[config.mk]
export PLATFORM = sky130hd
export DESIGN_NAME = uart_fifo_link
export DESIGN_NICKNAME = d
export VERILOG_FILES = /design/src/design/uart_link_pkg.sv /design/src/design/sync_fifo.sv /design/src/design/uart_tx.sv /design/src/design/uart_rx.sv /design/src/design/uart_fifo_link.sv
export VERILOG_INCLUDE_DIRS = /design/src /design/src/include
export SDC_FILE = /design/constraint.sdc
export NUM_CORES = 1
export LEC_CHECK = 0
export BUFFER_PORTS_ARGS = -buffer_cell sky130_fd_sc_hd__buf_4
export CORE_UTILIZATION = 61
export DETAILED_ROUTE_END_ITERATION = 10
export HOLD_SLACK_MARGIN = 0.08
export PLACE_DENSITY = 0.79
export SETUP_SLACK_MARGIN = 0.5
export SLEW_MARGIN = 20
export SYNTH_ARGS = -nofsm -noshare
export SYNTH_HDL_FRONTEND = slang
export SYNTH_SLANG_ARGS = --single-unit
[constraint.sdc]
create_clock -name clk -period 2.71 [get_ports clk]
set_clock_uncertainty 0.1 [all_clocks]
set_input_delay 0 -clock clk [delete_from_list [all_inputs] [get_ports clk]]
set_output_delay 0 -clock clk [all_outputs]
set_load 0.02 [all_outputs]
[src/include/uart_link_macros.svh]
`ifndef UART_LINK_MACROS_SVH
`define UART_LINK_MACROS_SVH

// fifo address width, depth is 2**LINK_FIFO_AW entries
`define LINK_FIFO_AW 3

// width of one data word on the link
`define LINK_DATA_W 8

// clock cycles spent on each serial bit
`define UART_CLKS_PER_BIT 8

// start bit, eight data bits and one stop bit
`define UART_FRAME_BITS 10

`endif

[src/design/uart_link_pkg.sv]
`include "uart_link_macros.svh"

package uart_link_pkg;

  // one data word as it travels through the fifos and the uart
  typedef logic [`LINK_DATA_W-1:0] byte_t;

  // flags a fifo reports back to the host
  typedef struct packed {
    logic full;
    logic half_full;
    logic empty;
  } fifo_status_t;

  // counts clocks inside one serial bit, must reach UART_CLKS_PER_BIT
  typedef logic [$clog2(`UART_CLKS_PER_BIT + 1)-1:0] baud_cnt_t;

  // index of the data bit on the line
  typedef logic [2:0] bit_idx_t;

  typedef enum logic [1:0] {
    TX_IDLE,
    TX_START,
    TX_DATA,
    TX_STOP
  } tx_state_t;

  typedef enum logic [1:0] {
    RX_IDLE,
    RX_START,
    RX_DATA,
    RX_STOP
  } rx_state_t;

endpackage

[src/design/sync_fifo.sv]
module sync_fifo #(
  parameter int ADDR_WIDTH = 3,
  parameter int DATA_WIDTH = 8
) (
  input  logic                        clk,
  input  logic                        rst_n,
  input  logic                        w_inc,
  input  logic [DATA_WIDTH-1:0]       w_data,
  input  logic                        r_inc,
  output logic [DATA_WIDTH-1:0]       r_data,
  output uart_link_pkg::fifo_status_t status
);

  localparam int DEPTH = 1 << ADDR_WIDTH;
  localparam logic [ADDR_WIDTH:0] HALF_DEPTH = (ADDR_WIDTH + 1)'(DEPTH >> 1);

  logic [DATA_WIDTH-1:0] mem [DEPTH];

  // pointers carry one extra bit to tell full from empty
  logic [ADDR_WIDTH:0]   w_ptr;
  logic [ADDR_WIDTH:0]   r_ptr;
  logic [ADDR_WIDTH:0]   used;
  logic [ADDR_WIDTH-1:0] w_addr;
  logic [ADDR_WIDTH-1:0] r_addr;
  logic                  full;
  logic                  empty;
  logic                  do_write;
  logic                  do_read;

  assign w_addr = w_ptr[ADDR_WIDTH-1:0];
  assign r_addr = r_ptr[ADDR_WIDTH-1:0];

  // strobes against the flags are dropped here
  assign do_write = w_inc && !full;
  assign do_read  = r_inc && !empty;

  always_ff @(posedge clk) begin
    if (do_write) begin
      mem[w_addr] <= w_data;
    end
  end

  always_ff @(posedge clk) begin
    if (!rst_n) begin
      w_ptr <= '0;
      r_ptr <= '0;
    end else begin
      if (do_write) begin
        w_ptr <= w_ptr + 1'b1;
      end
      if (do_read) begin
        r_ptr <= r_ptr + 1'b1;
      end
    end
  end

  assign used  = w_ptr - r_ptr;
  assign full  = (w_ptr[ADDR_WIDTH] != r_ptr[ADDR_WIDTH]) && (w_addr == r_addr);
  assign empty = (w_ptr == r_ptr);

  // first word falls through, no read latency
  assign r_data = mem[r_addr];

  assign status = '{full: full, half_full: (used >= HALF_DEPTH), empty: empty};

endmodule

[src/design/uart_tx.sv]
`include "uart_link_macros.svh"

module uart_tx (
  input  logic                 clk,
  input  logic                 rst_n,
  input  logic                 fifo_empty,
  input  uart_link_pkg::byte_t fifo_data,
  output logic                 fifo_rd,
  output logic                 txd
);

  import uart_link_pkg::*;

  localparam baud_cnt_t BIT_LAST = baud_cnt_t'(`UART_CLKS_PER_BIT - 1);

  tx_state_t state;
  baud_cnt_t baud_cnt;
  bit_idx_t  bit_idx;
  byte_t     shift_q;
  logic      bit_done;

  assign bit_done = (baud_cnt == BIT_LAST);

  // pop when idle, or straight out of the stop bit so frames run back to back
  assign fifo_rd = !fifo_empty &&
                   ((state == TX_IDLE) || ((state == TX_STOP) && bit_done));

  always_ff @(posedge clk) begin
    if (!rst_n) begin
      state    <= TX_IDLE;
      baud_cnt <= '0;
      bit_idx  <= '0;
      txd      <= 1'b1;
    end else if (fifo_rd) begin
      // start bit goes out on the next cycle
      state    <= TX_START;
      baud_cnt <= '0;
      txd      <= 1'b0;
    end else begin
      case (state)
        TX_IDLE: begin
          txd <= 1'b1;
        end
        TX_START: begin
          baud_cnt <= bit_done ? '0 : baud_cnt + 1'b1;
          if (bit_done) begin
            state   <= TX_DATA;
            bit_idx <= '0;
            txd     <= shift_q[0];
          end
        end
        TX_DATA: begin
          baud_cnt <= bit_done ? '0 : baud_cnt + 1'b1;
          if (bit_done) begin
            if (bit_idx == 3'd7) begin
              state <= TX_STOP;
              txd   <= 1'b1;
            end else begin
              bit_idx <= bit_idx + 1'b1;
              txd     <= shift_q[1];
            end
          end
        end
        default: begin
          baud_cnt <= bit_done ? '0 : baud_cnt + 1'b1;
          if (bit_done) begin
            state <= TX_IDLE;
          end
        end
      endcase
    end
  end

  // lsb first, the next bit always sits in shift_q[1]
  always_ff @(posedge clk) begin
    if (fifo_rd) begin
      shift_q <= fifo_data;
    end else if ((state == TX_DATA) && bit_done) begin
      shift_q <= shift_q >> 1;
    end
  end

endmodule

[src/design/uart_rx.sv]
`include "uart_link_macros.svh"

module uart_rx (
  input  logic                 clk,
  input  logic                 rst_n,
  input  logic                 rxd,
  input  logic                 fifo_full,
  output logic                 fifo_wr,
  output uart_link_pkg::byte_t fifo_data,
  output logic                 frame_err,
  output logic                 overrun
);

  import uart_link_pkg::*;

  localparam baud_cnt_t BIT_LAST  = baud_cnt_t'(`UART_CLKS_PER_BIT - 1);
  localparam baud_cnt_t HALF_LAST = baud_cnt_t'(`UART_CLKS_PER_BIT / 2 - 1);

  logic      rxd_meta;
  logic      rxd_s;
  logic      armed;
  rx_state_t state;
  baud_cnt_t baud_cnt;
  bit_idx_t  bit_idx;
  logic      bit_done;

  // two flop synchronizer, idles high like the line
  always_ff @(posedge clk) begin
    if (!rst_n) begin
      rxd_meta <= 1'b1;
      rxd_s    <= 1'b1;
    end else begin
      rxd_meta <= rxd;
      rxd_s    <= rxd_meta;
    end
  end

  assign bit_done = (baud_cnt == ((state == RX_START) ? HALF_LAST : BIT_LAST));

  always_ff @(posedge clk) begin
    if (!rst_n) begin
      state     <= RX_IDLE;
      armed     <= 1'b0;
      baud_cnt  <= '0;
      bit_idx   <= '0;
      fifo_wr   <= 1'b0;
      frame_err <= 1'b0;
      overrun   <= 1'b0;
    end else begin
      fifo_wr   <= 1'b0;
      frame_err <= 1'b0;
      overrun   <= 1'b0;
      baud_cnt  <= bit_done ? '0 : baud_cnt + 1'b1;
      case (state)
        RX_IDLE: begin
          baud_cnt <= '0;
          // a start edge only counts once the line was seen high
          if (rxd_s) begin
            armed <= 1'b1;
          end else if (armed) begin
            armed <= 1'b0;
            state <= RX_START;
          end
        end
        RX_START: begin
          if (bit_done) begin
            // glitch, not a real start bit
            state   <= rxd_s ? RX_IDLE : RX_DATA;
            bit_idx <= '0;
          end
        end
        RX_DATA: begin
          if (bit_done) begin
            bit_idx <= bit_idx + 1'b1;
            if (bit_idx == 3'd7) begin
              state <= RX_STOP;
            end
          end
        end
        default: begin
          if (bit_done) begin
            state     <= RX_IDLE;
            fifo_wr   <= rxd_s && !fifo_full;
            overrun   <= rxd_s && fifo_full;
            frame_err <= !rxd_s;
          end
        end
      endcase
    end
  end

  // mid-bit samples enter at the top, lsb ends up at bit 0
  always_ff @(posedge clk) begin
    if ((state == RX_DATA) && bit_done) begin
      fifo_data <= {rxd_s, fifo_data[`LINK_DATA_W-1:1]};
    end
  end

endmodule

[src/design/uart_fifo_link.sv]
`include "uart_link_macros.svh"

module uart_fifo_link (
  input  logic                        clk,
  input  logic                        rst_n,
  // host transmit side
  input  logic                        tx_wr,
  input  uart_link_pkg::byte_t        tx_data,
  output uart_link_pkg::fifo_status_t tx_status,
  // host receive side
  input  logic                        rx_rd,
  output uart_link_pkg::byte_t        rx_data,
  output uart_link_pkg::fifo_status_t rx_status,
  // serial line
  output logic                        txd,
  input  logic                        rxd,
  output logic                        frame_err,
  output logic                        overrun
);

  import uart_link_pkg::*;

  byte_t tx_head;
  logic  tx_pop;
  byte_t rx_byte;
  logic  rx_push;

  sync_fifo #(
    .ADDR_WIDTH(`LINK_FIFO_AW),
    .DATA_WIDTH(`LINK_DATA_W)
  ) u_tx_fifo (
    .clk   (clk),
    .rst_n (rst_n),
    .w_inc (tx_wr),
    .w_data(tx_data),
    .r_inc (tx_pop),
    .r_data(tx_head),
    .status(tx_status)
  );

  uart_tx u_uart_tx (
    .clk       (clk),
    .rst_n     (rst_n),
    .fifo_empty(tx_status.empty),
    .fifo_data (tx_head),
    .fifo_rd   (tx_pop),
    .txd       (txd)
  );

  // overrun is raised by the receiver from the fifo full flag
  uart_rx u_uart_rx (
    .clk      (clk),
    .rst_n    (rst_n),
    .rxd      (rxd),
    .fifo_full(rx_status.full),
    .fifo_wr  (rx_push),
    .fifo_data(rx_byte),
    .frame_err(frame_err),
    .overrun  (overrun)
  );

  sync_fifo #(
    .ADDR_WIDTH(`LINK_FIFO_AW),
    .DATA_WIDTH(`LINK_DATA_W)
  ) u_rx_fifo (
    .clk   (clk),
    .rst_n (rst_n),
    .w_inc (rx_push),
    .w_data(rx_byte),
    .r_inc (rx_rd),
    .r_data(rx_data),
    .status(rx_status)
  );

endmodule

==> flow_summary.ini, run 1 <==
[status]
outcome = finished clean

[clock_tree]
cts_sinks = 191
clockBufferDepth = 2
clk_pin_slew_ns = 0.07
cts-root-buf = clkbuf_16
cts_tree = yes
postCtsSetupBuffers = 0
clkLatencyLatePin_ns = 0.43
cts_inserted_buffers = 17
htreeDepth = 4

[synthesis]
synthCells = 515
syn_avg_cell_area_um2 = 15.2
synthArstFlopShare_pct = 0
seq_area_frac_synth_pct = 67.0
synth_cell_types = 43
synth_simple_gate_area_share_pct = 7.46
synth_top_family_by_area = multiplexers
netlist_area_um2 = 7850
ys_ff_latch = 191
synth_compound_area_share_pct = 4.86
muxShareOfSynthArea_pct = 12.2
synth_edf_count = 144
synth_warnings = 0
yosys_most_used_dff = edfxtp_1
synth_fa_ha_area_share_pct = 4.14
syn_nets = 554
synthXorXnorAreaFrac_pct = 1.98

[place]
dpl_cell_area_um2 = 8310
dp_hpwl_mm = 9.36
portBuffers = 29
gp_congestion = 0.820

[sta]
slew_headroom_pct = 49.6
final_max_slew_viol_count = 0
finalSetupTns_ns = 0
hold_viol = 0
rsz0062_at_grt = true
period_share_pct = 78.3
fmax_mhz = 471
worst_slew_pin_slew_ns = 0.754
setup_viol = 0
min_period_ns = 2.12

[floorplan]
die_area_um2 = 13300
num_rows = 41
die_h_um = 115
ios = 30
core_um2 = 12600
start_util_pct = 62.5
die_x_um = 115

[drt]
drt_iter0_drc = 275
num_vias = 4339
postRouteAntennaNets = 0
drc_errors = 0
wire_per_inst_um = 18.7
avgViaCountPerCell = 5.75
drtPass1Iterations = 5
wirelength_mm = 14.1

[final_layout]
area_growth_pct = 15.9
final_common_cell = edfxtp_1
fin_area_um2 = 9100
diodes = 0
final_cell_mix = 144 x edfxtp_1, 43 x buf_4, 42 x nor2_1, 42 x dfxtp_1, 32 x mux4_2
nNetsFinal = 608
drive_gt1_share_pct = 23.9

[global_route]
grt_pass1_wl_mm = 22.4
first_global_vias = 4363
grt-ovfl-total = 0
antenna_found_initial = 0
grt_max_degree = 25
grt_usage_pct = 23.5

[hold_path]
min_path_type = in -> reg

[run]
maxCapViolCount = 0

[power]
total_power_w = 0.00710
leakage_nw = 3.16
vdd_drop_max_v = 0.000636
cellPowerDensity_nw_per_um2 = 780

[setup_path]
crit_chain = buf_6 > mux4_2 > mux2_2 > buf_4
reg2reg_slack_ns = 0.62
worst-path-buf-inv = 2
cp-start-kind = flop
worstSetupPathType = reg -> out
cp_slowest_cell = mux4_2
crit_required_ns = 2.61
cp-end-kind = primary output
cp.arrival_ns = 2.02
crit_fanout = 16
slowest_delay_ns = 0.58
path_delay_family = multiplexers
## cells in the mapped netlist, types with 4 or more instances
cell,number,area (µm²)
edfxtp_1,144,4320
dfxtp_1,47,941
nor2_1,46,173
mux4_2,32,721
ha_1,26,325
nand2_1,21,78.8
o21ai_0,21,105
a21oi_1,18,90.1
inv_1,18,67.6
mux2i_1,15,150
clkbuf_1,11,41.3
nand2b_1,11,68.8
nand3_1,10,50.1
nor3_1,10,50.1
mux2_2,8,90.1
o211ai_1,8,60.1
xnor2_1,7,61.3
xor2_1,7,61.3
nand4_1,6,37.5
buf_2,5,25.0
buf_1,4,15.0
buf_4,4,30.0
or3_1,4,25.0
## power by group
part / total [W] / switching, W / leakage (nW) / internal (W)
clock: 0.00253 / 0.00114 / 0.300 / 0.00140
combinational: 0.00113 / 0.000639 / 1.17 / 0.000486
sequential: 0.00344 / 0.000120 / 1.69 / 0.00332
## what timing repair did
action | 4_1_cts | 5_1_grt
hold endpoints to repair | 87 | 0
resized for setup | 8 | 15
pin swaps | 0 | 1
cloned | 0 | 0
endpoints found under the setup margin | 56 | 111
hold buffers | 13 | 0
## stage by stage
stage / instances / util, % / hold WS [ns] / setup WS, ns
after floorplan: 515 / - / -0.0270 / 0.489
after global placement: 709 / 66.1 / 0.0812 / 0.417
after detailed placement: 709 / 66.1 / 0.0917 / 0.288
after CTS: 754 / 72.1 / 0.224 / 0.473
after global routing: 754 / 72.4 / 0.240 / 0.476
final: 754 / 72.4 / 0.230 / 0.587
## worst register-to-register path: cells and delay by family, from the launching register on
kind | cells | cell delay [ns]
AO/OA/AOI/OAI | 1 | 0.51
buffers and inverters | 2 | 0.30
AND/OR/NAND/NOR | 2 | 0.24
adder cells (fa/ha/maj) | 1 | 0.32
flip-flops | 1 | 0.38
## area by class of cell
| type | instances | area (µm²) |
|---|---|---|
| flip-flops and latches | 191 | 5270 |
| fillers | 799 | 3460 |
| multi-input cells | 282 | 2460 |
| repair buffers | 59 | 487 |
| clock buffers | 17 | 425 |
| well taps | 172 | 215 |
| clock inverters | 15 | 173 |
| inverters | 18 | 67.6 |
## per-layer routing
metal  up-vias  wire (µm)  GRT usage, %
met3        25        441          4.76
met2        94       7380          39.9
li1       2068          -             -
met4         0        366          11.0
met5         -          0             0
met1      2152       5940          29.3
## sequential cells by signal (all words and copies together) (netlist names), 4 cells and up, named ones only
signal and flops:
u_rx_fifo.mem 64, u_tx_fifo.mem 64, u_uart_rx.fifo_data 8, u_uart_tx.shift_q 8
u_rx_fifo.r_ptr 4, u_rx_fifo.w_ptr 4, u_tx_fifo.r_ptr 4, u_tx_fifo.w_ptr 4
u_uart_rx.baud_cnt 4, u_uart_tx.baud_cnt 4
## final timing paths
path / depth (start not counted) / endpoint / startpoint
max: 4 / rx_data[4] / flop
min: 3 / u_uart_rx.rxd_s / rst_n
max reg2reg: 6 / u_tx_fifo.mem[5][7] / u_tx_fifo.w_ptr[0]
min reg2reg: 1 / u_uart_rx.rxd_s / u_uart_rx.rxd_meta
## kinds of logic (layout without fill, tap and decap cells)
family / count (synthesis) / after routing
xor+xnor: 16 / 16
simple gates: 122 / 122
fa+ha+maj: 26 / 26
buf+inv: 42 / 109
compound gates: 63 / 63
mux: 55 / 55
flops: 191 / 191
Note: power is estimated with default switching activity, not from simulation.
==> inputs of run 2 (changes only) <==
==> constraint.sdc (replaced) <==
create_clock -name clk -period 2.22 [get_ports clk]
set_clock_uncertainty 0.1 [all_clocks]
set_input_delay 0 -clock clk [delete_from_list [all_inputs] [get_ports clk]]
set_output_delay 0 -clock clk [all_outputs]
set_load 0.02 [all_outputs]
==> flow_summary.ini, run 2 (synthesis results as in run 1) <==
[floorplan]
start_util_pct = 62.5
die_area_um2 = 13300
die_x_um = 115
num_rows = 41
ios = 30
core_um2 = 12600
die_h_um = 115

[setup_path]
cp-end-kind = primary output
setup.worst_path.end = rx_data[5]
r2r_end = u_uart_tx.state[0]
r2r-start = u_tx_fifo.r_ptr[2]
reg2reg_slack_ns = 0.37
path_delay_family = multiplexers
reg2regPathDepth = 8
cp_slowest_cell = mux4_2
cp.depth = 4
crit_chain = buf_12 > mux4_2 > mux2_4 > buf_6
worst-path-buf-inv = 2
cp-start-kind = flop
worstSetupPathType = reg -> out
slowest_delay_ns = 0.54
cp.arrival_ns = 1.96
crit_fanout = 8
crit_required_ns = 2.12

[drt]
drc_errors = 0
drtPass1Iterations = 5
num_vias = 4921
wire_per_inst_um = 23.2
avgViaCountPerCell = 6.00
drt_iter0_drc = 402
postRouteAntennaNets = 0
wirelength_mm = 19.0

[global_route]
antenna_found_initial = 0
grt_max_degree = 18
first_global_vias = 5131
grt_usage_pct = 28.0
grt-ovfl-total = 0
grt_pass1_wl_mm = 26.5

[clock_tree]
cts_inserted_buffers = 17
clk_pin_slew_ns = 0.07
cts_tree = yes
cts-root-buf = clkbuf_16
clockBufferDepth = 2
clkLatencyLatePin_ns = 0.44
htreeDepth = 4
cts_sinks = 191

[final_layout]
area_growth_pct = 35.1
nNetsFinal = 674
top_regs = u_rx_fifo.mem (64), u_tx_fifo.mem (64)
drive_gt1_share_pct = 46.3
fin_util_pct = 84.4
final_common_cell = edfxtp_1
final_cell_mix = 144 x edfxtp_1, 63 x buf_4, 32 x mux4_2, 30 x buf_6, 27 x nor2_1
diodes = 0

[sta]
slew_headroom_pct = 59.0
min_period_ns = 2.06
hold-worst-slack_ns = 0.257
fmax_mhz = 486
period_share_pct = 92.7
worst_slew_pin_slew_ns = 0.614
hold_viol = 0
rsz0062_at_grt = true
final_max_slew_viol_count = 0
setup_viol = 0
finalSetupTns_ns = 0

[hold_path]
min_path_type = in -> reg

[status]
outcome = finished clean

[run]
maxCapViolCount = 0

[place]
portBuffers = 29
gp_congestion = 0.766
dp_hpwl_mm = 9.44

[power]
leakage_nw = 3.64
vdd_drop_max_v = 0.000754
cellPowerDensity_nw_per_um2 = 922
[run 2: through the flow]
| stage | area, µm² | setup WS [ns] | power [W] | std cells |
|---|---|---|---|---|
| 2_1_floorplan | 8170 | 0.406 | 0.00541 | 515 |
| 3_3_place_gp | 8520 | 0.184 | 0.00563 | 698 |
| 3_5_place_dp | 8520 | 0.160 | 0.00571 | 698 |
| 4_1_cts | 10100 | 0.162 | 0.00914 | 799 |
| 5_1_grt | 10600 | 0.126 | 0.0101 | 820 |
| 6_report | 10600 | 0.163 | 0.00977 | 820 |
[run 2: metal layers]
layer / routed length (µm) / vias up / track usage, %
met1: 7010 / 2484 / 29.0
met3: 792 / 61 / 7.37
met2: 10400 / 177 / 52.5
met5: 0 / - / 0
met4: 738 / 0 / 13.4
li1: - / 2199 / -
[run 2: worst min path at each step]
| stage | depth (start not counted) | slack, ns | end | startpoint |
|---|---|---|---|---|
| floorplan | 1 | -0.03 | u_uart_rx.rxd_s | rst_n |
| global placement | 2 | 0.09 | u_uart_rx.rxd_meta | rxd |
| detailed placement | 2 | 0.10 | u_uart_rx.rxd_meta | rxd |
| CTS | 3 | 0.22 | u_uart_rx.rxd_s | rst_n |
| global route | 2 | 0.25 | u_tx_fifo.mem[4][4] | tx_data[4] |
| finish | 2 | 0.26 | u_tx_fifo.mem[6][7] | tx_data[7] |
[run 2: worst reg2reg max path: cells and delay by family, from the launching register on]
kind                       cells  cell delay (ns)
AOI/OAI and AO/OA              2             0.46
buffers and inverters          3             0.36
DFF                            1             0.34
adders and majority gates      1             0.26
and+or+nand+nor                2             0.24
[run 2: area by class of cell]
cell class	instances	area [µm²]
Sequential cell	191	5330
Fill cell	507	1960
Tap cell	172	215
Inverter	18	76.3
Multi-Input combinational cell	284	3150
Clock inverter	11	92.6
Clock buffer	21	440
Timing Repair Buffer	123	1300
[run 2: timing repair]
item	4_1_cts	5_1_grt
hold buffers	13	0
setup buffers	53	19
pin swaps	35	36
hold endpoints to repair	89	0
gates cloned	3	2
setup endpoints to repair	189	201
resized for setup	88	82
[run 2: where the power goes]
part / total [W] / switching, W / internal, W
Combinational: 0.00272 / 0.00138 / 0.00134
Clock: 0.00282 / 0.00129 / 0.00153
Sequential: 0.00423 / 0.000166 / 0.00406
Total: 0.00977 / 0.00283 / 0.00694
==> inputs of run 3 (changes only) <==
--- a/config.mk
+++ b/config.mk
@@ -7,10 +7,9 @@
 export NUM_CORES = 1
 export LEC_CHECK = 0
 export BUFFER_PORTS_ARGS = -buffer_cell sky130_fd_sc_hd__buf_4
-export CORE_UTILIZATION = 61
+export CORE_UTILIZATION = 28
 export DETAILED_ROUTE_END_ITERATION = 10
 export HOLD_SLACK_MARGIN = 0.08
-export PLACE_DENSITY = 0.79
 export SETUP_SLACK_MARGIN = 0.5
 export SLEW_MARGIN = 20
 export SYNTH_ARGS = -nofsm -noshare
==> flow_summary.ini, run 3 (synthesis results as in run 1) <==
[setup_path]
reg2reg_slack_ns = 0.47
cp-end-kind = primary output
slowest_delay_ns = 0.53
worstSetupPathType = reg -> out
cp-start-kind = flop
cp_slowest_cell = mux4_2
crit_fanout = 8
crit_required_ns = 2.12
cp.arrival_ns = 1.93
path_delay_family = multiplexers
crit_chain = buf_12 > mux4_2 > mux2_4 > buf_6
worst-path-buf-inv = 2

[global_route]
antenna_found_initial = 0
grt_pass1_wl_mm = 25.4
grt_max_degree = 22
grt-ovfl-total = 0
grt_usage_pct = 11.6
first_global_vias = 4771

[sta]
period_share_pct = 91.3
final_max_slew_viol_count = 0
min_period_ns = 2.03
rsz0062_at_grt = true
slew_headroom_pct = 63.6
hold_viol = 0
worst_slew_pin_slew_ns = 0.545
finalSetupTns_ns = 0
fmax_mhz = 494
setup_viol = 0

[power]
switching_share_pct = 29.4
power_switching_w = 0.00282
cellPowerDensity_nw_per_um2 = 912
p_seq_share_pct = 43.7
internal_power_w = 0.00678
p_comb_share_pct = 24.7
vdd_drop_max_v = 0.000545
leakage_nw = 3.51
clkPwrFrac_pct = 31.6
total_power_w = 0.00960

[drt]
drc_errors = 0
drt_iter0_drc = 233
drtPass1Iterations = 4
wire_per_inst_um = 16.1
postRouteAntennaNets = 0
avgViaCountPerCell = 4.60
num_vias = 4568
wirelength_mm = 16.0

[final_layout]
fin_area_um2 = 10500
final_cell_mix = 144 x edfxtp_1, 57 x buf_4, 32 x mux4_2, 28 x nor2_1, 23 x dfxtp_1
top_regs = u_rx_fifo.mem (64), u_tx_fifo.mem (64)
multi_input_comb_area_um2 = 3070
diodes = 0
fill_cells = 2454
area_growth_pct = 34.1
regArea_um2 = 5330
fin_util_pct = 38.6
final_common_cell = edfxtp_1
drive_gt1_share_pct = 42.9
nNetsFinal = 648
final_cells = 994

[place]
gp_congestion = 0.780
dp_hpwl_mm = 10.3
dpl_cell_area_um2 = 8780
dp.cells = 898
portBuffers = 29

[floorplan]
core_um2 = 27300
die_area_um2 = 28700
num_rows = 60
ios = 30
start_util_pct = 28.8
die_h_um = 169
die_x_um = 169

[status]
outcome = finished clean

[clock_tree]
cts_inserted_buffers = 17
clkLatencyLatePin_ns = 0.44
cts-root-buf = clkbuf_16
clockBufferDepth = 2
clk_pin_slew_ns = 0.09
cts_sinks = 191
htreeDepth = 4
cts_tree = yes

[run]
maxCapViolCount = 0

[hold_path]
min_path_type = in -> reg
## run 3: metrics by stage
stage               hold WS (ns)  setup slack, ns
finish                     0.241            0.194
global route               0.236            0.143
CTS                        0.218            0.162
detailed placement        0.0938            0.115
global placement          0.0848            0.168
floorplan                -0.0270            0.406
## run 3: power groups by stage
stage	clock [W]	sequential, W	combinational [W]
finish	0.00303	0.00420	0.00237
global route	0.00325	0.00421	0.00256
CTS	0.00311	0.00416	0.00213
detailed placement	0	0.00424	0.00152
global placement	0	0.00423	0.00148
floorplan	0	0.00421	0.00120
## run 3: final timing paths
check	from	endpoint	depth (start not counted)
max reg2reg	u_tx_fifo.r_ptr[2]	u_tx_fifo.mem[1][0]	7
max	flop	rx_data[5]	4
min	tx_data[4]	u_tx_fifo.mem[0][4]	2
min reg2reg	u_uart_rx.rxd_meta	u_uart_rx.rxd_s	1
## run 3: metal layers
metal,track usage (%),wire length [µm]
met5,0,0
met4,4.74,263
met3,2.33,409
met2,20.4,8360
met1,13.8,6920
## run 3: timing repair
item | 4_1_cts | 5_1_grt
hold buffers | 13 | 0
gates cloned | 4 | 1
pin swaps | 39 | 31
setup endpoints to repair | 189 | 199
setup buffers | 35 | 11
endpoints found under the hold margin | 89 | 0
resized for setup | 81 | 53
## run 3: final cells by class
class | count | area share, %
sequential | 191 | 50.6
multi-input combinational | 284 | 29.1
timing repair buffer | 97 | 9.38
tap | 372 | 4.42
clock buffer | 17 | 4.04
clock inverter | 15 | 1.71
inverter | 18 | 0.725
